`src/rtl/pcieSubConsts.svh`:
```
`ifndef PCIE_SUB_CONSTS_SVH
`define PCIE_SUB_CONSTS_SVH

// Bus and buffer widths
`define AXI_ADDR_W    64
`define AXI_DATA_W    128
`define WORD_W        32
`define BLOCK_WORDS   8
`define BUF_ADDR_W    3

// Idle poll interval, terminal count of the timer
`define POLL_PERIOD   32

// Host descriptor layout
`define PROD_PTR_ADDR 64'h10
`define CONS_PTR_ADDR 64'h0
`define INIT_SLOT     1
`define SLOT_LSB      12
`define SLOT_COUNT    8
`define WORD_STRIDE   64'h10

`endif

```
`src/rtl/axiPkg.sv`:
```
package axiPkg;
   `include "pcieSubConsts.svh"

   typedef logic [`AXI_ADDR_W-1:0] axiAddr_t;
   typedef logic [`AXI_DATA_W-1:0] axiData_t;
   typedef logic [1:0]             axiResp_t;

   typedef struct packed {
      logic       valid;
      axiAddr_t   addr;
      logic [7:0] len;
      logic [2:0] size;
      logic [1:0] burst;
      logic [3:0] id;
      logic       lock;
      logic [3:0] cache;
      logic [2:0] prot;
      logic [3:0] qos;
   } axiAr_t;

   typedef struct packed {
      logic     valid;
      axiData_t data;
      axiResp_t resp;
      logic     last;
   } axiR_t;

   // Write address carries the same fields as read address
   typedef axiAr_t axiAw_t;

   typedef struct packed {
      logic                      valid;
      axiData_t                  data;
      logic [`AXI_DATA_W/8-1:0]  strb;
      logic                      last;
   } axiW_t;

   typedef struct packed {
      logic     valid;
      axiResp_t resp;
   } axiB_t;

   typedef enum logic [1:0] {rdIdle, rdAddr, rdData} rdState_t;

   typedef enum logic [2:0] {wrIdle, wrBoth, wrDataOnly, wrAddrOnly, wrResp} wrState_t;
endpackage

```
`src/rtl/fetchPkg.sv`:
```
package fetchPkg;
   `include "pcieSubConsts.svh"

   typedef logic [$clog2(`SLOT_COUNT)-1:0] slot_t;
   typedef logic [`WORD_W-1:0]             word_t;
   typedef logic [`BUF_ADDR_W-1:0]         bufAddr_t;

   typedef struct packed {
      logic              valid;
      axiPkg::axiAddr_t  addr;
      axiPkg::axiData_t  data;
   } memRq_t;

   typedef struct packed {
      logic              done;
      logic              err;
      axiPkg::axiData_t  data;
   } memRsp_t;

   typedef enum logic [2:0] {idle, loadPtr, fetch, updatePtr, handoff} fetchState_t;
endpackage

```
`src/rtl/axiReadReq.sv`:
```
`timescale 1ns/1ps

module axiReadReq (
   input  logic              clk,
   input  logic              rst_n,
   input  fetchPkg::memRq_t  rq,
   output fetchPkg::memRsp_t rsp,
   output axiPkg::axiAr_t    ar,
   input  logic              arReady,
   input  axiPkg::axiR_t     r,
   output logic              rReady
);
   import axiPkg::*;

   rdState_t state;
   axiAddr_t addrQ;
   axiData_t dataQ;
   logic     errQ;
   logic     doneQ;

   always_ff @(posedge clk or negedge rst_n) begin
      if (!rst_n) begin
         state <= rdIdle;
         doneQ <= 1'b0;
      end else begin
         doneQ <= 1'b0;
         case (state)
            rdIdle: begin
               if (rq.valid) begin
                  state <= rdAddr;
               end
            end
            rdAddr: begin
               if (arReady) begin
                  state <= rdData;
               end
            end
            rdData: begin
               if (r.valid) begin
                  state <= rdIdle;
                  doneQ <= 1'b1;
               end
            end
            default: state <= rdIdle;
         endcase
      end
   end

   // Request address and returned beat
   always_ff @(posedge clk) begin
      if (state == rdIdle && rq.valid) begin
         addrQ <= rq.addr;
      end
      if (r.valid && rReady) begin
         dataQ <= r.data;
         errQ  <= (r.resp != axiResp_t'(0));
      end
   end

   always_comb begin
      ar       = '0;
      ar.valid = (state == rdAddr);
      ar.addr  = addrQ;
      ar.len   = 8'd0;
      ar.size  = 3'd4;
      ar.burst = 2'b01;
      ar.prot  = 3'd2;
   end

   assign rReady = (state == rdData);
   assign rsp    = '{done: doneQ, err: errQ, data: dataQ};

   arHoldA: assert property (@(posedge clk) disable iff (!rst_n)
      ar.valid && !arReady |=> ar.valid && $stable(ar.addr));
endmodule

```
`src/rtl/axiWriteReq.sv`:
```
`timescale 1ns/1ps

module axiWriteReq (
   input  logic              clk,
   input  logic              rst_n,
   input  fetchPkg::memRq_t  rq,
   output fetchPkg::memRsp_t rsp,
   output axiPkg::axiAw_t    aw,
   input  logic              awReady,
   output axiPkg::axiW_t     w,
   input  logic              wReady,
   input  axiPkg::axiB_t     b,
   output logic              bReady
);
   import axiPkg::*;

   wrState_t state;
   axiAddr_t addrQ;
   axiData_t dataQ;
   logic     errQ;
   logic     doneQ;

   always_ff @(posedge clk or negedge rst_n) begin
      if (!rst_n) begin
         state <= wrIdle;
         doneQ <= 1'b0;
      end else begin
         doneQ <= 1'b0;
         case (state)
            wrIdle: begin
               if (rq.valid) begin
                  state <= wrBoth;
               end
            end
            wrBoth: begin
               case ({awReady, wReady})
                  2'b11:   state <= wrResp;
                  2'b10:   state <= wrDataOnly;
                  2'b01:   state <= wrAddrOnly;
                  default: state <= wrBoth;
               endcase
            end
            // Address gone, data beat still pending
            wrDataOnly: begin
               if (wReady) begin
                  state <= wrResp;
               end
            end
            wrAddrOnly: begin
               if (awReady) begin
                  state <= wrResp;
               end
            end
            wrResp: begin
               if (b.valid) begin
                  state <= wrIdle;
                  doneQ <= 1'b1;
               end
            end
            default: state <= wrIdle;
         endcase
      end
   end

   always_ff @(posedge clk) begin
      if (state == wrIdle && rq.valid) begin
         addrQ <= rq.addr;
         dataQ <= rq.data;
      end
      if (b.valid && bReady) begin
         errQ <= (b.resp != axiResp_t'(0));
      end
   end

   always_comb begin
      aw       = '0;
      aw.valid = (state == wrBoth) || (state == wrAddrOnly);
      aw.addr  = addrQ;
      aw.len   = 8'd0;
      aw.size  = 3'd4;
      aw.burst = 2'b01;
      aw.prot  = 3'd2;
   end

   assign w.valid = (state == wrBoth) || (state == wrDataOnly);
   assign w.data  = dataQ;
   assign w.strb  = '1;
   assign w.last  = 1'b1;

   assign bReady = (state == wrResp);
   assign rsp    = '{done: doneQ, err: errQ, data: '0};

   noDataInRespA: assert property (@(posedge clk) disable iff (!rst_n)
      state == wrResp |-> !w.valid);
endmodule

```
`src/rtl/ibBuffer.sv`:
```
`timescale 1ns/1ps

`include "pcieSubConsts.svh"

module ibBuffer (
   input  logic               clk,
   input  logic               wrEn,
   input  fetchPkg::bufAddr_t wrAddr,
   input  fetchPkg::word_t    wrData,
   input  logic               rdEn,
   input  fetchPkg::bufAddr_t rdAddr,
   output fetchPkg::word_t    rdData
);
   import fetchPkg::*;

   word_t mem [`BLOCK_WORDS];

   always_ff @(posedge clk) begin
      if (wrEn) begin
         mem[wrAddr] <= wrData;
      end
      // Registered read, data one cycle after rdEn
      if (rdEn) begin
         rdData <= mem[rdAddr];
      end
   end
endmodule

```
`src/rtl/ibFetchCtlr.sv`:
```
`timescale 1ns/1ps

`include "pcieSubConsts.svh"

module ibFetchCtlr (
   input  logic               clk,
   input  logic               rst_n,
   output fetchPkg::memRq_t   rdRq,
   input  fetchPkg::memRsp_t  rdRsp,
   output fetchPkg::memRq_t   wrRq,
   input  fetchPkg::memRsp_t  wrRsp,
   output logic               bufWrEn,
   output fetchPkg::bufAddr_t bufWrAddr,
   output fetchPkg::word_t    bufWrData,
   output logic               blockReady,
   input  logic               blockDone
);
   import axiPkg::*;
   import fetchPkg::*;

   localparam int PollW = $clog2(`POLL_PERIOD + 1);

   fetchState_t      state;
   logic [PollW-1:0] pollCnt;
   slot_t            consSlot;
   slot_t            nextSlot;
   bufAddr_t         wordIdx;
   axiAddr_t         readAddr;
   axiAddr_t         slotBase;
   logic             readValid;
   logic             writeValid;
   logic             readOk;
   logic             slotHit;
   logic             lastWord;
   logic             readOpen;

   assign nextSlot = (consSlot == slot_t'(`SLOT_COUNT - 1)) ? '0 : consSlot + 1'b1;
   assign slotBase = axiAddr_t'(consSlot) << `SLOT_LSB;
   assign readOk   = rdRsp.done && !rdRsp.err;
   assign slotHit  = rdRsp.data[`SLOT_LSB +: 4] == 4'(consSlot);
   assign lastWord = (wordIdx == bufAddr_t'(`BLOCK_WORDS - 1));

   always_ff @(posedge clk or negedge rst_n) begin
      if (!rst_n) begin
         pollCnt <= '0;
      end else if (pollCnt == PollW'(`POLL_PERIOD)) begin
         pollCnt <= '0;
      end else begin
         pollCnt <= pollCnt + 1'b1;
      end
   end

   always_ff @(posedge clk or negedge rst_n) begin
      if (!rst_n) begin
         state      <= idle;
         consSlot   <= slot_t'(`INIT_SLOT);
         wordIdx    <= '0;
         readValid  <= 1'b0;
         writeValid <= 1'b0;
         bufWrEn    <= 1'b0;
         blockReady <= 1'b0;
      end else begin
         readValid  <= 1'b0;
         writeValid <= 1'b0;
         bufWrEn    <= 1'b0;
         case (state)
            idle: begin
               if (pollCnt == PollW'(`POLL_PERIOD)) begin
                  readValid <= 1'b1;
                  state     <= loadPtr;
               end
            end
            loadPtr: begin
               if (rdRsp.done && rdRsp.err) begin
                  readValid <= 1'b1;
               end else if (readOk && slotHit) begin
                  state <= idle;
               end else if (readOk) begin
                  readValid <= 1'b1;
                  wordIdx   <= '0;
                  state     <= fetch;
               end
            end
            fetch: begin
               if (rdRsp.done && rdRsp.err) begin
                  readValid <= 1'b1;
               end else if (readOk) begin
                  bufWrEn <= 1'b1;
                  if (lastWord) begin
                     writeValid <= 1'b1;
                     state      <= updatePtr;
                  end else begin
                     wordIdx   <= wordIdx + 1'b1;
                     readValid <= 1'b1;
                  end
               end
            end
            updatePtr: begin
               if (wrRsp.done && wrRsp.err) begin
                  writeValid <= 1'b1;
               end else if (wrRsp.done) begin
                  consSlot   <= nextSlot;
                  blockReady <= 1'b1;
                  state      <= handoff;
               end
            end
            handoff: begin
               if (blockDone) begin
                  blockReady <= 1'b0;
                  state      <= idle;
               end
            end
            default: state <= idle;
         endcase
      end
   end

   // Fetch address steps only on a clean beat, so a failed one repeats
   always_ff @(posedge clk) begin
      bufWrAddr <= wordIdx;
      bufWrData <= rdRsp.data[`WORD_W-1:0];
      case (state)
         idle:    readAddr <= `PROD_PTR_ADDR;
         loadPtr: begin
            if (readOk) begin
               readAddr <= slotBase;
            end
         end
         fetch: begin
            if (readOk) begin
               readAddr <= readAddr + `WORD_STRIDE;
            end
         end
         default: readAddr <= readAddr;
      endcase
   end

   assign rdRq = '{valid: readValid, addr: readAddr, data: '0};
   assign wrRq = '{valid: writeValid, addr: `CONS_PTR_ADDR,
                   data: axiData_t'(nextSlot) << `SLOT_LSB};

   always_ff @(posedge clk or negedge rst_n) begin
      if (!rst_n) begin
         readOpen <= 1'b0;
      end else if (rdRq.valid) begin
         readOpen <= 1'b1;
      end else if (rdRsp.done) begin
         readOpen <= 1'b0;
      end
   end

   oneReadA: assert property (@(posedge clk) disable iff (!rst_n)
      readOpen |-> !rdRq.valid);
endmodule

```
`src/rtl/pcieSubTop.sv`:
```
`timescale 1ns/1ps

module pcieSubTop (
   input  logic               clk,
   input  logic               rst_n,
   output axiPkg::axiAr_t     ar,
   input  logic               arReady,
   input  axiPkg::axiR_t      r,
   output logic               rReady,
   output axiPkg::axiAw_t     aw,
   input  logic               awReady,
   output axiPkg::axiW_t      w,
   input  logic               wReady,
   input  axiPkg::axiB_t      b,
   output logic               bReady,
   output logic               blockReady,
   input  logic               blockDone,
   input  logic               bufRdEn,
   input  fetchPkg::bufAddr_t bufRdAddr,
   output fetchPkg::word_t    bufRdData
);
   import fetchPkg::*;

   memRq_t   rdRq;
   memRq_t   wrRq;
   memRsp_t  rdRsp;
   memRsp_t  wrRsp;
   logic     bufWrEn;
   bufAddr_t bufWrAddr;
   word_t    bufWrData;

   ibFetchCtlr ctlr0 (
      .clk        (clk),
      .rst_n      (rst_n),
      .rdRq       (rdRq),
      .rdRsp      (rdRsp),
      .wrRq       (wrRq),
      .wrRsp      (wrRsp),
      .bufWrEn    (bufWrEn),
      .bufWrAddr  (bufWrAddr),
      .bufWrData  (bufWrData),
      .blockReady (blockReady),
      .blockDone  (blockDone)
   );

   ibBuffer buf0 (
      .clk    (clk),
      .wrEn   (bufWrEn),
      .wrAddr (bufWrAddr),
      .wrData (bufWrData),
      .rdEn   (bufRdEn),
      .rdAddr (bufRdAddr),
      .rdData (bufRdData)
   );

   axiReadReq rdReq0 (
      .clk     (clk),
      .rst_n   (rst_n),
      .rq      (rdRq),
      .rsp     (rdRsp),
      .ar      (ar),
      .arReady (arReady),
      .r       (r),
      .rReady  (rReady)
   );

   axiWriteReq wrReq0 (
      .clk     (clk),
      .rst_n   (rst_n),
      .rq      (wrRq),
      .rsp     (wrRsp),
      .aw      (aw),
      .awReady (awReady),
      .w       (w),
      .wReady  (wReady),
      .b       (b),
      .bReady  (bReady)
   );
endmodule

```
`config.mk`:
```
export PLATFORM = sky130hd
export DESIGN_NAME = pcieSubTop
export DESIGN_NICKNAME = d
export VERILOG_FILES = /design/src/rtl/axiPkg.sv /design/src/rtl/fetchPkg.sv /design/src/rtl/axiReadReq.sv /design/src/rtl/axiWriteReq.sv /design/src/rtl/ibBuffer.sv /design/src/rtl/ibFetchCtlr.sv /design/src/rtl/pcieSubTop.sv
export VERILOG_INCLUDE_DIRS = /design/src /design/src/rtl
export SDC_FILE = /design/constraint.sdc
export NUM_CORES = 1
export LEC_CHECK = 0
export BUFFER_PORTS_ARGS = -buffer_cell sky130_fd_sc_hd__buf_2
export CORE_ASPECT_RATIO = 0.75
export CORE_MARGIN = 2
export CORE_UTILIZATION = 46
export CTS_BUF_LIST = sky130_fd_sc_hd__clkbuf_8
export DETAILED_ROUTE_END_ITERATION = 16
export MAX_ROUTING_LAYER = met4
export PLACE_DENSITY = 0.72
export REMOVE_ABC_BUFFERS = 1
export SLEW_MARGIN = 15
export SYNTH_ARGS = -nofsm -noshare
export SYNTH_HDL_FRONTEND = slang
export SYNTH_SLANG_ARGS = --single-unit
```
`constraint.sdc`:
```
create_clock -name clk -period 14.3 [get_ports clk]
set_clock_uncertainty 0.2 [all_clocks]
set_input_delay 1.43 -clock clk [delete_from_list [all_inputs] [get_ports clk]]
set_output_delay 1.43 -clock clk [all_outputs]
set_load 0.05 [all_outputs]
```
==> flow_summary.toml, run 1 <==
[routing]
antenna_left = 0
viasPerCell = 4.81
dr.pass1.iters = 5
vias = 10300
totalWireLength_um = 38800
drc_errors = 0
drt-initial-drc-count = 670
avgRoutedWirePerCell_um = 18.1

[place]
gp_congestion = 0.835
port_buffers = 148
place_area_sq_um = 21500
dp_slack_ps = 10230
place_hpwl_um = 22100
place_inst = 1997

[cts]
tritoncts = "built"
ctsHoldBuffers = 0
post_cts_buffers = 0
cts_buffers = 80
cts.reportedPaths.clkPinSlew_ps = 60
clock_latency_ps = 660
cts.sinks = 506
clock_path_buffers = 3
cts_max_level = 3
ctsRootBufferMaster = "clkbuf_8"
ctsResizeCount = 0

[job]
maxCapViolCount = 0

[global_routing]
grtUsageMet1_pct = 22.1
use_met2_pct = 24.4
grt_pass1_wl_um = 57500
busiest_layer = "met2"
antenna_found_initial = 3
grt_use_total_pct = 16.4
use_met3_pct = 4.69
grt_start_max_net_pins = 65
grt_remaining_overflow = 0
grt_pass1_vias = 10100

[synthesis]
ys.flop_type = "edfxtp_1"
synth_area_per_cell_sq_um = 16.4
synthCells = 1282
yosys_warnings = 0
syn_area_sq_um = 21000
synth_edf_count = 445
async_reset_ff_share_pct = 5.14
yosysSeqAreaShare_pct = 70.0
ys_ff_latch = 506
synth.distinct_cells = 53

[layout]
fin_cells = 2147
nets = 1648
final_layout_size_suffix_gt1_share_pct = 25.7
area_delta_synth_final_pct = 10.3
finalInstanceArea_sq_um = 23200

[critical_path]
critPathSlowestCell = "dfrtp_1"
critPathMaxFanout = 7
critPathKind = "flip-flop to output port"
path_cells = "inv_1 -> and3_1 -> buf_2"
worst_path_largest_cell_delay_ps = 460
worstPathArrival_ps = 1720
cp-end-kind = "output port"
cp.required_ps = 12670
ff2ff_setup_slack_ps = 11440
cp-start-kind = "flip-flop"

[sta]
finalHoldViolCount = 0
slew_headroom_pct = 29.3
setup_slack_ps = 10950
finalMaxSlewViolations = 0
period_minus_slack_ps = 3350
worst_pin_slew_ps = 1060
max_freq_ghz = 0.299
setup_viol = 0
period_share_pct = 23.4
setup_tns_ps = 0
rsz0062_at_grt = "no"

[die]
placementRows = 67
start_util_pct = 46.9
die_w_um = 251
core-area_sq_um = 44800
io_pins = 514
die_h_um = 189
dieArea_sq_um = 47400

[pwr]
p_leak_nw = 8.51
ir_drop_mv = 0.0898
powerDensity_nw_per_um2 = 149
p_total_mw = 3.46

[status]
outcome = "finished clean"

[min_path]
hold_path_class = "flip-flop to flip-flop"
routing by layer:
metal | vias up | part of all wire (%)
met1 | 5279 | 44
met3 | 49 | 6.2
met5 | - | 0
li1 | 4713 | -
met4 | 0 | 1.3
met2 | 292 | 49
per-stage QoR:
stage | hold WS (ps) | util [%]
2_1_floorplan | 123 | -
3_5_place_dp | 127 | 48.0
5_1_grt | 141 | 51.7
6_report | 138 | 51.7
4_1_cts | 140 | 51.7
3_3_place_gp | 130 | 48.0
worst paths after layout:
| kind | startpoint | end | cells past startpoint |
|---|---|---|---|
| worst max-delay path | wrReq0.state[0] | bReady | 3 |
| worst min-delay path | rdReq0.dataQ[3] | ctlr0.bufWrData[3] | 0 |
| worst max register to register | ctlr0.readAddr[4] | ctlr0.readAddr[62] | 6 |
| worst min register to register | rdReq0.dataQ[3] | ctlr0.bufWrData[3] | 0 |
| max in group asynchronous | rst_n | ctlr0.pollCnt[4] | 1 |
| min in group asynchronous | rst_n | rdReq0.state[0] | 1 |
power by group:
group          internal, mW  switching (mW)
combinational        0.0844           0.319
sequential             1.71          0.0954
clock                 0.690           0.559
total                  2.49           0.973
state kept, by name, indices dropped and copies added (netlist names):
| name | cells |
|---|---|
| rdReq0.addrQ | 60 |
| rdReq0.doneQ | 1 |
| ctlr0.bufWrData | 32 |
| ctlr0.readAddr | 60 |
| rdReq0.dataQ | 32 |
| ctlr0.writeValid | 1 |
| buf0.mem | 256 |
| ctlr0.bufWrEn | 1 |
| ctlr0.wordIdx | 3 |
| wrReq0.doneQ | 1 |
| ctlr0.state | 3 |
| ctlr0.pollCnt | 6 |
| buf0.rdData | 32 |
| rdReq0.errQ | 1 |
| rdReq0.state | 2 |
| wrReq0.dataQ | 3 |
| ctlr0.blockReady | 1 |
| ctlr0.consSlot | 3 |
| wrReq0.state | 3 |
| ctlr0.readValid | 1 |
| ctlr0.bufWrAddr | 3 |
| wrReq0.errQ | 1 |
synthesized netlist by cell type (4+ instances only):
library cell | instances | area (sq um)
edfxtp_1 | 445 | 13400
buf_4 | 268 | 2010
nor2_1 | 70 | 263
mux4_2 | 64 | 1440
mux2_2 | 37 | 417
dfxtp_1 | 35 | 701
nand2_1 | 28 | 105
xor2_1 | 26 | 228
dfrtp_1 | 25 | 626
a21oi_1 | 24 | 120
nand4_1 | 24 | 150
xnor2_1 | 24 | 210
nand3_1 | 22 | 110
clkbuf_1 | 21 | 78.8
o21ai_0 | 19 | 95.1
inv_1 | 16 | 60.1
or3_1 | 15 | 93.8
and3_1 | 12 | 75.1
nor4_1 | 11 | 68.8
ha_1 | 10 | 125
nor3_1 | 10 | 50.1
buf_2 | 8 | 40.0
nor2b_1 | 7 | 43.8
nand2b_1 | 5 | 31.3
or4_1 | 5 | 37.5
a22oi_1 | 4 | 30.0
and2_1 | 4 | 25.0
and4_1 | 4 | 35.0
o31ai_1 | 4 | 30.0
critical path, delay by kind of cell (launching register included):
family        cells  cell delay, ps
buf+inv           2             410
flops             1             460
simple gates      1             210
area by class of cell:
cell class | instances | area (sq um)
timing repair buffer | 162 | 848
antenna | 3 | 7.51
clock buffer | 90 | 1240
multi-input combinational | 727 | 5170
inverter | 16 | 60.1
clock inverter | 57 | 412
fill | 3638 | 21700
tap | 586 | 733
sequential | 506 | 14700
layout by cell type (no fill, tap or decap), types with 28 or more instances in the layout:
cell type | synthesis | final
nor2_1 | 70 | 63
conb_1 | 2 | 268
mux4_2 | 64 | 64
buf_2 | 8 | 147
edfxtp_1 | 445 | 445
nand2_1 | 28 | 28
inv_1 | 16 | 41
clkbuf_8 | 0 | 90
dfxtp_1 | 35 | 35
mux2_2 | 37 | 37
cell families after synthesis:
| logic type | share of synthesized area (%) |
|---|---|
| fa+ha+maj | 0.595 |
| flops | 70.0 |
| compound gates | 1.78 |
| xor+xnor | 2.08 |
| other cells | 0.0357 |
| mux | 8.84 |
| buf+inv | 10.5 |
| simple gates | 6.17 |
Note: power is estimated with default switching activity, not from simulation.
==> run 2: changes to the inputs <==
--- a/config.mk
+++ b/config.mk
@@ -6,6 +6,7 @@
 export SDC_FILE = /design/constraint.sdc
 export NUM_CORES = 1
 export LEC_CHECK = 0
+export ABC_AREA = 1
 export BUFFER_PORTS_ARGS = -buffer_cell sky130_fd_sc_hd__buf_2
 export CORE_ASPECT_RATIO = 0.75
 export CORE_MARGIN = 2
@@ -13,7 +14,7 @@
 export CTS_BUF_LIST = sky130_fd_sc_hd__clkbuf_8
 export DETAILED_ROUTE_END_ITERATION = 16
 export MAX_ROUTING_LAYER = met4
-export PLACE_DENSITY = 0.72
+export PLACE_DENSITY = 0.75
 export REMOVE_ABC_BUFFERS = 1
 export SLEW_MARGIN = 15
 export SYNTH_ARGS = -nofsm -noshare
==> constraint.sdc (replaced) <==
create_clock -name clk -period 2.9 [get_ports clk]
set_clock_uncertainty 0.2 [all_clocks]
set_input_delay 0.29 -clock clk [delete_from_list [all_inputs] [get_ports clk]]
set_output_delay 0.29 -clock clk [all_outputs]
set_load 0.05 [all_outputs]
==> flow_summary.toml, run 2 <==
[status]
outcome = "finished clean"

[synthesis]
synthTopCellsByCount = "445 x edfxtp_1, 374 x nor2_1, 332 x nand2_1, 277 x buf_4, 91 x o21ai_0"
synth_top_area_share_pct = 60.5
ys_ff_latch = 506
synth.distinct_cells = 41
yosysTopAreaCell = "edfxtp_1"
yosys_warnings = 0
synth_edf_count = 445
async_reset_ff_share_pct = 5.14
ys.flop_type = "edfxtp_1"
yosysSeqAreaShare_pct = 66.6
synth_area_per_cell_sq_um = 11.4
syn_area_sq_um = 22100
synth_most_common_cell = "edfxtp_1"
synthCells = 1943
synth_area_leaders = "edfxtp_1 60%, buf_4 9.4%, nor2_1 6.4%, nand2_1 5.6%, dfxtp_1 3.2%"

[global_routing]
grt_remaining_overflow = 0
grt_pass1_wl_um = 75400
antenna_found_initial = 0
grt_pass1_vias = 13300
grt_start_max_net_pins = 77
grt_use_total_pct = 20.1

[critical_path]
worstPathArrival_ps = 1920
worst_path_largest_cell_delay_ps = 420
cp-start-kind = "flip-flop"
ff2ff_setup_slack_ps = 720
path_cells = "nor2_1 -> a22o_1 -> buf_2"
critPathMaxFanout = 5
cp-end-kind = "output port"
cp.required_ps = 2410
critPathSlowestCell = "dfrtp_1"
critPathKind = "flip-flop to output port"

[cts]
tritoncts = "built"
cts_buffers = 79
ctsHoldBuffers = 48
post_cts_buffers = 0
cts.reportedPaths.clkPinSlew_ps = 60
cts_max_level = 3
clock_path_buffers = 3
cts.sinks = 506
ctsResizeCount = 0
clock_latency_ps = 670
ctsRootBufferMaster = "clkbuf_8"

[die]
start_util_pct = 46.6
core-area_sq_um = 47400
io_pins = 514
placementRows = 69
die_w_um = 257
dieArea_sq_um = 49800
die_h_um = 194

[layout]
largestRegisters = "buf0.mem (256), ctlr0.readAddr (60), rdReq0.addrQ (60)"
layout.filler_cells = 4068
area_delta_synth_final_pct = 12.3
final_common_cell = "edfxtp_1"
mostFrequentLayoutCells = "445 x edfxtp_1, 365 x nor2_1, 332 x nand2_1"
antenna_cells = 0
fin_util_pct = 52.4
nets = 2344
largest_reg_flops = 256
regMostFlops = "buf0.mem"
final_layout_size_suffix_gt1_share_pct = 14.9

[pwr]
switching_share_pct = 32.4
pwr-share-comb_pct = 17.1
power_frac_clock_pct = 32.0
p_leak_nw = 9.50
p_seq_share_pct = 50.9
ir_drop_mv = 0.552
switchingPower_mw = 6.17
powerDensity_nw_per_um2 = 766
p_int_mw = 12.9

[routing]
drc_errors = 0
viasPerCell = 4.80
totalWireLength_um = 49300
avgRoutedWirePerCell_um = 17.0
antenna_left = 0
dr.pass1.iters = 7
vias = 13900
drt-initial-drc-count = 1147

[sta]
period_share_pct = 83.0
whs_ps = 78.7
period_minus_slack_ps = 2410
slew_headroom_pct = 39.6
worst_pin_slew_ps = 906
rsz0062_at_grt = "no"
setup_tns_ps = 0
setup_viol = 0
finalHoldViolCount = 0
setup_slack_ps = 493
finalMaxSlewViolations = 0
max_freq_ghz = 0.415

[job]
maxCapViolCount = 0

[min_path]
hold_path_class = "input port to flip-flop"

[place]
gp_congestion = 0.923
dp_slack_ps = 671
place_hpwl_um = 31100
port_buffers = 148
[run 2: changes by cell type after synthesis, sizes merged, moves of 15 or more]
cell / delta
inv: +76
xnor2: -23
nand4: -19
mux4: -64
o21ai: +81
mux2: -37
o32ai: +64
buf: +22
or3: -15
nand2: +312
nor2: +323
[run 2: cell families (layout without fill, tap and decap cells)]
group | count (synthesis) | after routing | share of synthesized area (%)
simple gates | 792 | 792 | 14.4
flops | 506 | 506 | 66.6
buf+inv | 415 | 457 | 11.9
compound gates | 203 | 203 | 5.92
xor+xnor | 15 | 15 | 0.595
fa+ha+maj | 10 | 10 | 0.566
other cells | 2 | 268 | 0.0340
[run 2: worst paths after layout]
| path | startpoint | endpoint | cells past startpoint |
|---|---|---|---|
| setup / recovery | wrReq0.state[2] | w[145] | 3 |
| setup reg to reg | ctlr0.readAddr[38] | ctlr0.readAddr[61] | 9 |
| hold / removal | r[131] | rdReq0.doneQ | 4 |
| max in group asynchronous | rst_n | ctlr0.pollCnt[4] | 4 |
| hold reg to reg | rdReq0.dataQ[26] | ctlr0.bufWrData[26] | 0 |
| min in group asynchronous | rst_n | wrReq0.state[1] | 4 |
[run 2: worst max-delay path, delay by kind of cell (launching register included)]
family / cells / cell delay, ps
flops: 1 / 420
buf+inv: 1 / 290
simple gates: 1 / 280
compound gates: 1 / 280
[run 2: cell type report]
cell class,instances,area (sq um),share of cell area [%]
inverter,92,347,1.40
timing repair buffer,222,1490,6.02
sequential,506,14700,59.3
tap,639,800,3.22
clock buffer,95,1310,5.27
multi-input combinational,1288,5840,23.5
clock inverter,48,328,1.32
[run 2: per-stage QoR]
step / power (mW) / std cells / instance area [sq um]
floorplan: 11.8 / 1886 / 20800
global placement: 12.9 / 2699 / 22700
detailed placement: 13.0 / 2699 / 22700
CTS: 19.2 / 2890 / 24800
global route: 19.9 / 2890 / 24800
finish: 19.0 / 2890 / 24800
[run 2: metal layers]
metal,GRT usage (%),part of all wire [%],up-vias
met3,4.01,6.4,84
met4,6.09,2.1,0
met1,26.9,44,6687
li1,-,-,6599
met5,-,0,-
met2,31.2,48,492
[run 2: power by group through the flow]
stage                     clock (mW)  sequential [mW]  combinational, mW
final                           6.09             9.69               3.25
after global routing            6.57             9.76               3.54
after CTS                       6.25             9.68               3.23
after detailed placement           0             9.80               3.16
after global placement             0             9.81               3.11
after floorplan                    0             9.62               2.21
==> run 3: changes to the inputs <==
--- a/config.mk
+++ b/config.mk
@@ -6,7 +6,7 @@
 export SDC_FILE = /design/constraint.sdc
 export NUM_CORES = 1
 export LEC_CHECK = 0
-export ABC_AREA = 1
+export ABC_AREA = 0
 export BUFFER_PORTS_ARGS = -buffer_cell sky130_fd_sc_hd__buf_2
 export CORE_ASPECT_RATIO = 0.75
 export CORE_MARGIN = 2
@@ -14,7 +14,7 @@
 export CTS_BUF_LIST = sky130_fd_sc_hd__clkbuf_8
 export DETAILED_ROUTE_END_ITERATION = 16
 export MAX_ROUTING_LAYER = met4
-export PLACE_DENSITY = 0.75
+export PLACE_DENSITY = 0.72
 export REMOVE_ABC_BUFFERS = 1
 export SLEW_MARGIN = 15
 export SYNTH_ARGS = -nofsm -noshare
==> constraint.sdc (replaced) <==
create_clock -name clk -period 2.5 [get_ports clk]
set_clock_uncertainty 0.2 [all_clocks]
set_input_delay 0.25 -clock clk [delete_from_list [all_inputs] [get_ports clk]]
set_output_delay 0.25 -clock clk [all_outputs]
set_load 0.05 [all_outputs]
==> flow_summary.toml, run 3 (same netlist as run 1, synthesis figures left out) <==
[layout]
largestRegisters = "buf0.mem (256), ctlr0.readAddr (60), rdReq0.addrQ (60)"
mostFrequentLayoutCells = "445 x edfxtp_1, 268 x conb_1, 147 x buf_2"
area_delta_synth_final_pct = 14.6
final_layout_size_suffix_gt1_share_pct = 26.8
nets = 1739
final_common_cell = "edfxtp_1"
finalInstanceArea_sq_um = 24100
largest_reg_flops = 256
regMostFlops = "buf0.mem"
layout.filler_cells = 3532
fin_util_pct = 53.7

[routing]
avgRoutedWirePerCell_um = 17.8
vias = 10700
drt-initial-drc-count = 672
totalWireLength_um = 39800
antenna_left = 0
dr.pass1.iters = 5
viasPerCell = 4.79
drc_errors = 0

[sta]
slew_headroom_pct = 40.6
period_minus_slack_ps = 2400
setup_slack_ps = 103
finalHoldViolCount = 0
rsz0062_at_grt = "no"
max_freq_ghz = 0.417
worst_pin_slew_ps = 891
period_share_pct = 95.9
finalMaxSlewViolations = 0
setup_viol = 0
setup_tns_ps = 0

[cts]
cts.reportedPaths.clkPinSlew_ps = 60
clock_path_buffers = 3
cts_max_level = 3
ctsRootBufferMaster = "clkbuf_8"
cts_buffers = 78
cts.sinks = 506
clock_latency_ps = 650
tritoncts = "built"

[place]
place_hpwl_um = 24000
dp_slack_ps = 60.8
place_area_sq_um = 22100
gp_congestion = 0.819
port_buffers = 148

[job]
maxCapViolCount = 0

[critical_path]
cp_top_family = "simple AND/OR/NAND/NOR gates"
cp.required_ps = 2690
worstPathArrival_ps = 2580
critPathMaxFanout = 3
critPathSlowestCell = "or4_4"
cp-start-kind = "flip-flop"
critPathBufInv = 1
worst_path_largest_cell_delay_ps = 550
critPathKind = "flip-flop to flip-flop"
path_cells = "ha_1 -> nand3_4 -> or4_4 -> buf_4 -> nor4_1 -> xnor2_1 -> nor2_1"
cp-end-kind = "flip-flop"

[die]
placementRows = 67
dieArea_sq_um = 47400
die_h_um = 189
start_util_pct = 46.9
core-area_sq_um = 44800
die_w_um = 251
io_pins = 514

[global_routing]
grt_remaining_overflow = 0
antenna_found_initial = 3
grt_use_total_pct = 16.9
grt_pass1_vias = 10600
grt_start_max_net_pins = 65
grt_pass1_wl_um = 59200

[pwr]
p_total_mw = 19.5
ir_drop_mv = 0.576
p_leak_nw = 8.91
powerDensity_nw_per_um2 = 810

[status]
outcome = "finished clean"

[min_path]
hold_path_class = "input port to flip-flop"
-- run 3: layer usage --
metal / GRT usage (%) / share of wire [%] / vias to the layer above
met4: 5.02 / 1.4 / 0
met1: 22.8 / 44 / 5424
li1: - / - / 4910
met3: 4.36 / 6.2 / 52
met5: - / 0 / -
met2: 25.5 / 48 / 329
-- run 3: power by group --
group	internal (mW)	switching [mW]
combinational	0.734	2.01
sequential	9.79	0.434
clock	3.37	3.18
total	13.9	5.63
-- run 3: metrics by stage --
stage | cells | hold slack, ps
CTS | 2234 | 47.2
finish | 2239 | 104
floorplan | 1249 | -246
global placement | 2039 | 80.2
detailed placement | 2039 | 84.0
global route | 2239 | 78.5
-- run 3: worst paths after layout --
| check | from | to | slack, ps | depth (start not counted) |
|---|---|---|---|---|
| hold / removal | bufRdEn | buf0.rdData[7] | 100 | 1 |
| setup reg to reg | ctlr0.readAddr[5] | ctlr0.readAddr[44] | 100 | 7 |
| max in group asynchronous | rst_n | ctlr0.wordIdx[0] | 1480 | 4 |
| setup / recovery | ctlr0.readAddr[5] | ctlr0.readAddr[44] | 100 | 7 |
| hold reg to reg | rdReq0.dataQ[2] | ctlr0.bufWrData[2] | 140 | 0 |
| min in group asynchronous | rst_n | ctlr0.state[2] | 470 | 4 |
-- run 3: cell type report --
class,count,area [sq um],area share [%]
Antenna cell,3,7.51,0.0312
Timing Repair Buffer,255,1900,7.87
Multi-Input combinational cell,727,5180,21.5
Clock buffer,81,1110,4.63
Tap cell,586,733,3.04
Sequential cell,506,14700,61.1
Clock inverter,65,382,1.58
Inverter,16,60.1,0.249
-- run 3: what timing repair did --
action | 4_1_cts | 5_1_grt
resized for setup | 0 | 4
endpoints found under the hold margin | 89 | 0
buffers inserted | 0 | 2
endpoints found under the setup margin | 0 | 10
hold buffers | 49 | 0
